===== src/verilog/cordic_pkg.sv =====
package cordic_pkg;

    // signed Q16.16 operand or result
    typedef logic signed [31:0] data_t;

    // operation select; code 2'b11 is not a legal operation
    typedef enum logic [1:0] {
        op_rot_circ = 2'b00,  // cos / sin of z_in
        op_vec_circ = 2'b01,  // magnitude and atan(y/x)
        op_vec_lin  = 2'b10   // quotient y/x in z
    } cordic_op_t;

    typedef logic [3:0] iter_idx_t;  // micro-rotation index

    localparam int FRAC_BITS      = 16;  // Q16.16
    localparam int MAX_ITERATIONS = 16;  // entries in the angle table

    // 1/K for the circular mode, 0.6072529 * 2^16
    localparam data_t K_INV_CIRC = 32'sd39797;

endpackage


===== src/verilog/cordic_angle_rom.sv =====
`timescale 1ns/1ps

module cordic_angle_rom (
    input  cordic_pkg::iter_idx_t idx,
    input  logic                  linear,
    output cordic_pkg::data_t     alpha
);

    always_comb begin
        if (linear) begin
            case (idx)  // 2^-idx
                4'd0:  alpha = 32'sd65536;
                4'd1:  alpha = 32'sd32768;
                4'd2:  alpha = 32'sd16384;
                4'd3:  alpha = 32'sd8192;
                4'd4:  alpha = 32'sd4096;
                4'd5:  alpha = 32'sd2048;
                4'd6:  alpha = 32'sd1024;
                4'd7:  alpha = 32'sd512;
                4'd8:  alpha = 32'sd256;
                4'd9:  alpha = 32'sd128;
                4'd10: alpha = 32'sd64;
                4'd11: alpha = 32'sd32;
                4'd12: alpha = 32'sd16;
                4'd13: alpha = 32'sd8;
                4'd14: alpha = 32'sd4;
                default: alpha = 32'sd2;  // index 15
            endcase
        end else begin
            case (idx)  // atan(2^-idx)
                4'd0:  alpha = 32'sd51472;  // pi/4
                4'd1:  alpha = 32'sd30386;
                4'd2:  alpha = 32'sd16055;
                4'd3:  alpha = 32'sd8150;
                4'd4:  alpha = 32'sd4090;
                4'd5:  alpha = 32'sd2047;
                4'd6:  alpha = 32'sd1023;
                4'd7:  alpha = 32'sd511;
                4'd8:  alpha = 32'sd255;
                4'd9:  alpha = 32'sd127;
                4'd10: alpha = 32'sd63;
                4'd11: alpha = 32'sd31;
                4'd12: alpha = 32'sd15;
                4'd13: alpha = 32'sd7;
                4'd14: alpha = 32'sd3;
                default: alpha = 32'sd1;  // index 15
            endcase
        end
    end

endmodule


===== src/verilog/cordic_iter_core.sv =====
`timescale 1ns/1ps

module cordic_iter_core #(
    parameter int ITERATIONS = 16
) (
    input  logic                   clk,
    input  logic                   rst,
    input  logic                   start,
    input  cordic_pkg::cordic_op_t op,
    input  cordic_pkg::data_t      init_x,
    input  cordic_pkg::data_t      init_y,
    input  cordic_pkg::data_t      init_z,
    output logic                   done,
    output cordic_pkg::data_t      x_res,
    output cordic_pkg::data_t      y_res,
    output cordic_pkg::data_t      z_res
);
    import cordic_pkg::*;

    data_t     x_q, y_q, z_q;
    data_t     x_cur, y_cur, z_cur;
    data_t     x_sh, y_sh;
    data_t     alpha;
    data_t     x_nxt, y_nxt, z_nxt;
    iter_idx_t cnt;
    logic      busy;
    logic      linear;
    logic      sigma_pos;
    logic      last;

    if (ITERATIONS < 8 || ITERATIONS > MAX_ITERATIONS) begin : g_iter_range
        $error("ITERATIONS must lie between 8 and %0d", MAX_ITERATIONS);
    end

    assign linear = (op == op_vec_lin);
    assign last   = (cnt == iter_idx_t'(ITERATIONS - 1));

    // step 0 works straight from the initial values
    assign x_cur = start ? init_x : x_q;
    assign y_cur = start ? init_y : y_q;
    assign z_cur = start ? init_z : z_q;

    assign x_sh = x_cur >>> cnt;  // arithmetic, data_t is signed
    assign y_sh = y_cur >>> cnt;

    cordic_angle_rom u_rom (
        .idx   (cnt),
        .linear(linear),
        .alpha (alpha)
    );

    always_comb begin
        if (op == op_rot_circ) begin
            sigma_pos = !z_cur[31];  // drive z toward zero
        end else begin
            sigma_pos = (x_cur[31] != y_cur[31]);  // drive y toward zero
        end
    end

    always_comb begin
        if (linear) begin
            x_nxt = x_cur;
        end else begin
            x_nxt = sigma_pos ? x_cur - y_sh : x_cur + y_sh;
        end
        y_nxt = sigma_pos ? y_cur + x_sh : y_cur - x_sh;
        z_nxt = sigma_pos ? z_cur - alpha : z_cur + alpha;
    end

    always_ff @(posedge clk or posedge rst) begin
        if (rst) begin
            busy <= 1'b0;
            cnt  <= '0;
            done <= 1'b0;
        end else begin
            done <= 1'b0;
            if (start || busy) begin
                if (last) begin
                    busy <= 1'b0;
                    cnt  <= '0;  // ready for the next start
                    done <= 1'b1;
                end else begin
                    busy <= 1'b1;
                    cnt  <= cnt + 1'b1;
                end
            end
        end
    end

    always_ff @(posedge clk) begin
        if (start || busy) begin
            x_q <= x_nxt;
            y_q <= y_nxt;
            z_q <= z_nxt;
        end
    end

    assign x_res = x_q;
    assign y_res = y_q;
    assign z_res = z_q;

    a_cnt_bound : assert property (@(posedge clk) disable iff (rst)
        busy |-> cnt < ITERATIONS)
        else $error("iteration counter ran past ITERATIONS");

    a_done_latency : assert property (@(posedge clk) disable iff (rst)
        start |-> ##(ITERATIONS) done)
        else $error("done not seen ITERATIONS cycles after start");

endmodule


===== src/verilog/cordic_req_ctrl.sv =====
`timescale 1ns/1ps

module cordic_req_ctrl (
    input  logic                   clk,
    input  logic                   rst,
    input  logic                   req,
    input  cordic_pkg::cordic_op_t op,
    input  cordic_pkg::data_t      x_in,
    input  cordic_pkg::data_t      y_in,
    input  cordic_pkg::data_t      z_in,
    input  logic                   done,
    output logic                   ack,
    output logic                   start,
    output cordic_pkg::cordic_op_t op_q,
    output cordic_pkg::data_t      init_x,
    output cordic_pkg::data_t      init_y,
    output cordic_pkg::data_t      init_z
);
    import cordic_pkg::*;

    typedef enum logic [1:0] {
        st_idle,
        st_load,
        st_busy,
        st_hold
    } state_t;

    state_t state;
    logic   accept;

    assign accept = (state == st_idle) && req;  // new request seen in idle

    always_ff @(posedge clk or posedge rst) begin
        if (rst) begin
            state <= st_idle;
            start <= 1'b0;
            ack   <= 1'b0;
            op_q  <= op_rot_circ;
        end else begin
            case (state)
                st_idle: begin
                    if (req) begin
                        state <= st_load;
                        start <= 1'b1;  // high for the whole load cycle
                        op_q  <= op;
                    end
                end
                st_load: begin
                    start <= 1'b0;
                    state <= st_busy;
                end
                st_busy: begin
                    if (done) begin
                        state <= st_hold;  // result stage captures on this edge
                    end
                end
                st_hold: begin
                    // ack follows req here, so it drops on the edge that sees req low
                    if (req) begin
                        ack <= 1'b1;
                    end else begin
                        ack   <= 1'b0;
                        state <= st_idle;
                    end
                end
                default: begin
                    state <= st_idle;
                    start <= 1'b0;
                    ack   <= 1'b0;
                end
            endcase
        end
    end

    // operand latch, loaded together with the move into load
    always_ff @(posedge clk) begin
        if (accept) begin
            if (op == op_rot_circ) begin
                init_x <= K_INV_CIRC;  // pre-scaled unit vector
                init_y <= '0;
            end else begin
                init_x <= x_in;
                init_y <= y_in;
            end
            init_z <= z_in;
        end
    end

    a_op_legal : assert property (@(posedge clk) disable iff (rst)
        req |-> op inside {op_rot_circ, op_vec_circ, op_vec_lin})
        else $error("illegal op code while req is high");

    a_start_in_load : assert property (@(posedge clk) disable iff (rst)
        start |-> state == st_load && $past(state) == st_idle)
        else $error("start outside the load step");

endmodule


===== src/verilog/cordic_result_stage.sv =====
`timescale 1ns/1ps

module cordic_result_stage (
    input  logic                   clk,
    input  logic                   rst,
    input  logic                   done,
    input  cordic_pkg::cordic_op_t op,
    input  cordic_pkg::data_t      x_res,
    input  cordic_pkg::data_t      y_res,
    input  cordic_pkg::data_t      z_res,
    output cordic_pkg::data_t      x_out,
    output cordic_pkg::data_t      y_out,
    output cordic_pkg::data_t      z_out
);
    import cordic_pkg::*;

    data_t               x_abs;
    logic signed [63:0]  x_wide;
    logic signed [63:0]  k_wide;
    logic signed [63:0]  mag_prod;
    data_t               mag;

    assign x_abs    = x_res[31] ? -x_res : x_res;
    assign x_wide   = x_abs;       // sign extended
    assign k_wide   = K_INV_CIRC;
    assign mag_prod = x_wide * k_wide;
    assign mag      = mag_prod[FRAC_BITS +: 32];  // back to Q16.16

    always_ff @(posedge clk or posedge rst) begin
        if (rst) begin
            x_out <= '0;
            y_out <= '0;
            z_out <= '0;
        end else if (done) begin
            // only the vectoring magnitude still carries the CORDIC gain
            x_out <= (op == op_vec_circ) ? mag : x_res;
            y_out <= y_res;
            z_out <= z_res;
        end
    end

    a_mag_sign : assert property (@(posedge clk) disable iff (rst)
        done && op == op_vec_circ |=> !x_out[31])
        else $error("negative magnitude after circular vectoring");

endmodule


===== src/verilog/cordic_top.sv =====
`timescale 1ns/1ps

module cordic_top #(
    parameter int ITERATIONS = 16
) (
    input  logic                   clk,
    input  logic                   rst,
    input  logic                   req,
    input  cordic_pkg::cordic_op_t op,
    input  cordic_pkg::data_t      x_in,
    input  cordic_pkg::data_t      y_in,
    input  cordic_pkg::data_t      z_in,
    output logic                   ack,
    output cordic_pkg::data_t      x_out,
    output cordic_pkg::data_t      y_out,
    output cordic_pkg::data_t      z_out
);
    import cordic_pkg::*;

    logic       start;
    logic       done;
    cordic_op_t op_q;  // stable from start until the next start
    data_t      init_x, init_y, init_z;
    data_t      x_res, y_res, z_res;

    cordic_req_ctrl u_ctrl (
        .clk   (clk),
        .rst   (rst),
        .req   (req),
        .op    (op),
        .x_in  (x_in),
        .y_in  (y_in),
        .z_in  (z_in),
        .done  (done),
        .ack   (ack),
        .start (start),
        .op_q  (op_q),
        .init_x(init_x),
        .init_y(init_y),
        .init_z(init_z)
    );

    cordic_iter_core #(
        .ITERATIONS(ITERATIONS)
    ) u_core (
        .clk   (clk),
        .rst   (rst),
        .start (start),
        .op    (op_q),
        .init_x(init_x),
        .init_y(init_y),
        .init_z(init_z),
        .done  (done),
        .x_res (x_res),
        .y_res (y_res),
        .z_res (z_res)
    );

    cordic_result_stage u_result (
        .clk  (clk),
        .rst  (rst),
        .done (done),
        .op   (op_q),
        .x_res(x_res),
        .y_res(y_res),
        .z_res(z_res),
        .x_out(x_out),
        .y_out(y_out),
        .z_out(z_out)
    );

endmodule

===== config.mk =====
export PLATFORM = sky130hd
export DESIGN_NAME = cordic_top
export DESIGN_NICKNAME = d
export VERILOG_FILES = /design/src/verilog/cordic_pkg.sv /design/src/verilog/cordic_angle_rom.sv /design/src/verilog/cordic_iter_core.sv /design/src/verilog/cordic_req_ctrl.sv /design/src/verilog/cordic_result_stage.sv /design/src/verilog/cordic_top.sv
export SDC_FILE = /design/constraint.sdc
export NUM_CORES = 2
export LEC_CHECK = 0
export ABC_AREA = 1
export CORE_UTILIZATION = 40
export CTS_CLUSTER_DIAMETER = 30
export DETAILED_ROUTE_END_ITERATION = 10
export DONT_BUFFER_PORTS = 1
export GPL_TIMING_DRIVEN = 0
export HOLD_SLACK_MARGIN = 0.1
export PLACE_DENSITY = 0.54
export SKIP_CTS_REPAIR_TIMING = 1
export SLEW_MARGIN = 20
export SYNTH_ARGS = -nofsm -noshare
export SYNTH_HDL_FRONTEND = slang
export SYNTH_HIERARCHICAL = 1
export SYNTH_SLANG_ARGS = --single-unit

===== constraint.sdc =====
create_clock -name clk -period 10.7 [get_ports clk]
set_input_delay 0.535 -clock clk [delete_from_list [all_inputs] [get_ports clk]]
set_output_delay 0.535 -clock clk [all_outputs]
set_load 0.05 [all_outputs]

**Yosys cells after proc, flatten, opt, wreduce, memory -nomap -nowiden**

Memory sizes are Yosys's and may differ from the RTL's.
Cells that the tools add are included.

- $add $sub $neg: 8
- $mul: 1
- Eq/ne operators: 10
- Shift-type cells: 2
- Muxes and demuxes: 22
- Reduce and logical (&&, ||, !) cells: 10

Operator list:

| operator | count |
|---|---|
| two-way mux 32 bit | 10 |
| adder 32 bit | 3 |
| subtractor 32 bit | 3 |
| >>> shifter 32 x 4 -> 32 bit | 2 |
| multiplier 32 x 17 -> 48 bit, second input constant | 1 |
| negation 32 bit | 1 |
| one-hot mux 2 bit (4 select lines) | 1 |
| == test 2 bit, second input constant | 3 |
| logical NOT 2 bit | 3 |
| two-way mux 1 bit | 6 |
| two-way mux 2 bit | 3 |
| adder 4 x 1 -> 4 bit, second input constant | 1 |
| == test 2 x 1 -> 1 bit, second input constant | 2 |
| == test 4 bit, second input constant | 1 |
| two-way mux 4 bit | 1 |
| != test 2 bit, second input constant | 2 |
| AND reduction 2 bit | 2 |
| AND reduction 3 bit | 1 |
| != test 2 x 1 -> 1 bit, second input constant | 1 |
| one-hot mux 1 bit (2 select lines) | 1 |
| nonzero test 2 bit | 1 |
| logical AND 1 bit | 1 |
| logical NOT 1 bit | 1 |
| logical OR 1 bit | 1 |
| != test 1 bit | 1 |

- Flip-flop bits (word level): 300
- ROM bits: 512
- Bits of input ports: 101
- Output and inout bits: 97
- Memories: 2

Memory list:

| memory | depth | bits a word | read ports | clocked after memory_dff | write ports | RTL line | text |
|---|---|---|---|---|---|---|---|
| (no name shown) | 16 | 16 | 1 | 0 | 0 | cordic_angle_rom.sv:11 | `case (idx)` |
| (no name shown) | 16 | 16 | 1 | 0 | 0 | cordic_angle_rom.sv:30 | `case (idx)` |

**Depth between registers and ports, before layout**

- Depth in word-level cells: 5
- Gate-level depth with buffers: 37
- Mapped depth without buffers: 37

**Cells and area by module**

The synthesis kept the hierarchy.

Modules (own cells, without submodules):

| module | instances | cells each | area each (sq um) | seq. area each (sq um) |
|---|---|---|---|---|
| cordic_result_stage | 1 | 2,277 | 17,224.0 | 2,402.3 |
| cordic_iter_core | 1 | 2,538 | 15,651.3 | 3,032.9 |
| cordic_req_ctrl | 1 | 262 | 3,736.1 | 3,032.9 |
| cordic_angle_rom | 1 | 108 | 619.3 | 0.0 |

**Least setup slack after synthesis**

OpenSTA, ideal clock, no wires.

- Path type: flip-flop to flip-flop
- Start point: reg u_core.x_q[0], in the netlist u_core/x_res[0]
- End point: reg u_result.x_out[30]
- Setup time: 0.118 ns
- Arrival: 7.526 ns
- Data required time: 10.582 ns
- Path slack: 3.056 ns
- Stages on the path, launching flop included: 27
- Buffers on the path: 0
- Period minus slack after synthesis: 7.644 ns
- Cells stage by stage: edfxtp_1 -> inv_1 -> nand3_2 -> nor3_4 -> nand4_1 -> nor2_1 -> nand2_1 -> nor4_1 -> ha_1 -> fa_1 -> fa_1 -> fa_1 -> fa_1 -> inv_1 -> fa_1 -> inv_1 -> ha_1 -> nand2_1 -> nor2_1 -> and2_1 -> inv_1 -> nor3_1 -> nand2_1 -> nand4_1 -> nand3_1 -> nand2_1 -> nand2_1

- Cells in the longest elaborated chain, start to end: 4

RTL lines:

| element | RTL line | text |
|---|---|---|
| from (decl) | cordic_iter_core.sv:20 | `data_t x_q, y_q, z_q;` |
| from (signal assigned) | cordic_iter_core.sv:92 | `x_q <= x_nxt;` |
| negation 32 bit | cordic_result_stage.sv:23 | `assign x_abs = x_res[31] ? -x_res : x_res;` |
| two-way mux 32 bit * | cordic_result_stage.sv:23 |  |
| multiplier 32 x 17 -> 48 bit * | cordic_result_stage.sv:26 | `assign mag_prod = x_wide * k_wide;` |
| two-way mux 32 bit * | cordic_result_stage.sv:36 | `x_out <= (op == op_vec_circ) ? mag : x_res;` |
| to (signal assigned) | cordic_result_stage.sv:36 |  |
| to (decl) | cordic_result_stage.sv:11 | `output cordic_pkg::data_t x_out,` |

Every way passes the cells marked *; elsewhere a longest branch is shown, timed or not.
A chain may end at the register's enable or synchronous reset.

**Final worst setup path**

- Start point: reg u_core.x_q[0], in the netlist u_core/x_res[0]
- End point: reg u_result.x_out[24]

Same word-level chain as after synthesis.

==> flow_metrics.tcl <==
set metrics [dict create \
    status "finished, final reports clean" \
    worstPathRequired_ns 11.21 \
    num-fill-cells 9641 \
    cts_buffer_depth 3 \
    dieArea_sq_um 94300 \
    crit_path_end_kind "flop" \
    slowest_stage "xor2_1" \
    dp.cells 6448 \
    worstSetupPathType "flop to flop" \
    worst_hold_slack_ns 0.115 \
    post_drt_wl_per_cell_um 20.5 \
    grt_max_degree 54 \
    reg2reg_from "u_core/x_res[0]" \
    hold_violations 0 \
    report.final.setup_viol 0 \
    grt_overflow 0 \
    first_global_vias 34200 \
    fin_cells 6636 \
    skew_ns 0.0258 \
    antenna_found_initial 2 \
    yosys.area_share.adder_pct 23.1 \
    die_h_um 307 \
    critPathMaxFanout 8 \
    r2r_setup_slack_ns 2.33 \
    cp-endpoint "u_result/x_out[24]" \
    first_pass_iters 6 \
    grt_usage_pct 28.8 \
    area_delta_synth_final_pct 13.0 \
    drt_iter0_drc 2339 \
    worst_setup_path_start_kind "flop" \
    postRouteWirelength_mm 136 \
    ys_seq_elements 300 \
    drv_slew 0 \
    min_period_ns 8.37 \
    use_met2_pct 52.0 \
    antenna-diode-count 0 \
    muxShareOfSynthArea_pct 0.108 \
    holdCritStartpoint "x_in[22]" \
    core_area_sq_um 91900 \
    synth_edf_count 192 \
    clock-sinks 300 \
    totalNegativeSetupSlack_ns 0 \
    yosysUniqueCellTypes 62 \
    crit_arrival_ns 8.89 \
    fp.dieW_um 307 \
    initial_utilization_pct 40.5 \
    cts-root-buf "clkbuf_16" \
    viasPerCell 5.11 \
    relSlewSlack_pct 21.7 \
    top_usage_layer "met2" \
    hold_depth 2 \
    drive_above_1_share_pct 6.88 \
    rows 111 \
    antenna_left 0 \
    min_period_over_period_pct 78.3 \
    place.gp.congestion 0.988 \
    crit_start "u_core/x_res[0]" \
    cts_buffers 78 \
    seq_area_sq_um 8470 \
    synthArstFlopShare_pct 36.0 \
    vias 33900 \
    dpl.hpwl_mm 114 \
    hold_class "primary input to flop" \
    syn_inst 5185 \
    synth_area_sq_um 37200 \
    worst_pin_slew_ns 1.18 \
    rr_endpoint "u_result/x_out[24]" \
    synthFlopType "edfxtp_1" \
    grt_pass1_wl_mm 203 \
    ioPinCount 198 \
    clk_latency_ns 0.64 \
    met1_usage_pct 34.3 \
    yosysWarnings 6 \
    clkSlewWorstSetupHoldPaths_ns 0.04 \
    synth_top_family_by_area "simple AND/OR/NAND/NOR gates" \
    cts_tree "built" \
    met3_usage_pct 3.10 \
    slowest_delay_ns 0.86 \
    yosysSeqAreaShare_pct 22.7 \
    max_clock_freq_mhz 119 \
    yosys.area_share.simple_pct 29.1 \
    htreeDepth 3 \
    io_buffers 0 \
    synth_compound_area_share_pct 8.16 \
    cap_viol_max_count 0 \
    worst-r2r-cell-count 30 \
    yosys.area_share.xor_xnor_pct 5.78 \
    multi_input_area_sq_um 24700 \
    rsz0062_at_grt "false" \
    nNetsFinal 5981 \
    avgSynthCellArea_sq_um 7.18 \
    drc 0 \
]
-- layout by cell type, fill, tap and decap left out, types with 15 or more instances in the layout --
cell type and instances:
nand2_1 1507, inv_1 841, nand3_1 414, nor2_1 398, ha_1 328, fa_1 224
a21oi_1 203, edfxtp_1 192, xor2_1 164, o21ai_0 148, dfrtp_1 108, clkbuf_16 79
clkbuf_1 72, xnor2_1 54, o21ai_1 45, dlygate4sd3_1 43, buf_2 39, nand4_1 36
nand2_2 35, nor3_1 33, a31oi_1 33, buf_4 29, nand3_2 29, o211ai_1 25
and2_1 22, inv_2 18, buf_1 17, o21bai_1 17, nor2_2 16, or2_2 15
conb_1 15
-- critical path, delay by kind of cell (launching register included) --
| family | cells | cell delay [ns] |
|---|---|---|
| AOI/OAI and AO/OA | 3 | 0.69 |
| xor gates and xnor gates | 2 | 1.02 |
| adders and majority gates | 8 | 3.27 |
| buffers and inverters | 5 | 0.42 |
| DFF | 1 | 0.59 |
| and+or+nand+nor | 12 | 2.26 |
-- flip-flops by register name, indices dropped and copies added, names as in the netlist, 32 cells and up --
signal,flops
u_ctrl/init_z,32
u_core/x_res,32
u_ctrl/init_y,32
u_ctrl/init_x,32
u_result/x_out,32
u_result/y_out,32
u_result/z_out,32
u_core/z_res,32
u_core/y_res,32
-- metal layers --
layer  vias to the layer above  part of all wire, %
met5                         -                    0
met3                       266                  4.2
li1                      16700                    -
met2                       906                   50
met1                     16000                   41
met4                         0                  4.7
-- cells by family (layout without fill, tap and decap cells) --
logic type | count (synthesis) | count (layout)
other | 1 | 15
XOR/XNOR | 230 | 230
AND/OR/NAND/NOR | 2548 | 2548
AO/OA/AOI/OAI | 534 | 534
buffers and inverters | 1016 | 1210
adder cells (fa/ha/maj) | 552 | 552
flip-flops | 300 | 300
multiplexers | 4 | 4
-- synthesized netlist by cell type, types with 29 or more instances --
master,count,area share [%]
nand2_1,1507,15
inv_1,844,8.5
nand3_1,414,5.6
nor2_1,398,4.0
ha_1,328,11
fa_1,224,12
a21oi_1,203,2.7
edfxtp_1,192,15
xor2_1,165,3.9
o21ai_0,149,2.0
dfrtp_1,108,7.3
xnor2_1,54,1.3
clkbuf_1,53,0.53
o21ai_1,44,0.59
buf_2,38,0.51
nand4_1,36,0.60
nand2_2,35,0.59
a31oi_1,33,0.55
nor3_1,33,0.44
nand3_2,29,0.78
-- worst min-delay path by stage --
stage / to
2_1_floorplan: u_core/busy
3_3_place_gp: u_ctrl/op_q[0]
3_5_place_dp: u_ctrl/op_q[0]
4_1_cts: u_ctrl/op_q[0]
5_1_grt: u_ctrl/init_y[26]
6_report: u_ctrl/init_x[22]
-- layout make-up --
| class | count | area share [%] |
|---|---|---|
| Multi-Input combinational cell | 3883 | 58.8 |
| Sequential cell | 300 | 20.1 |
| Inverter | 866 | 7.78 |
| Clock buffer | 108 | 5.17 |
| Tap cell | 1243 | 3.70 |
| Buffer | 150 | 2.01 |
| Timing Repair Buffer | 49 | 1.27 |
| Clock inverter | 37 | 1.16 |
-- per-stage QoR --
stage	worst slack (ns)	util [%]	instance area, sq um
after floorplan	3.06	-	37300
after global placement	0.0664	42.2	38800
after detailed placement	2.39	42.4	39000
after CTS	2.35	45.3	41600
after global routing	2.07	45.8	42100
final	2.33	45.8	42100
Power is not shown: default switching activity piles up to over one toggle a cycle in this logic, so the estimate is an artifact.
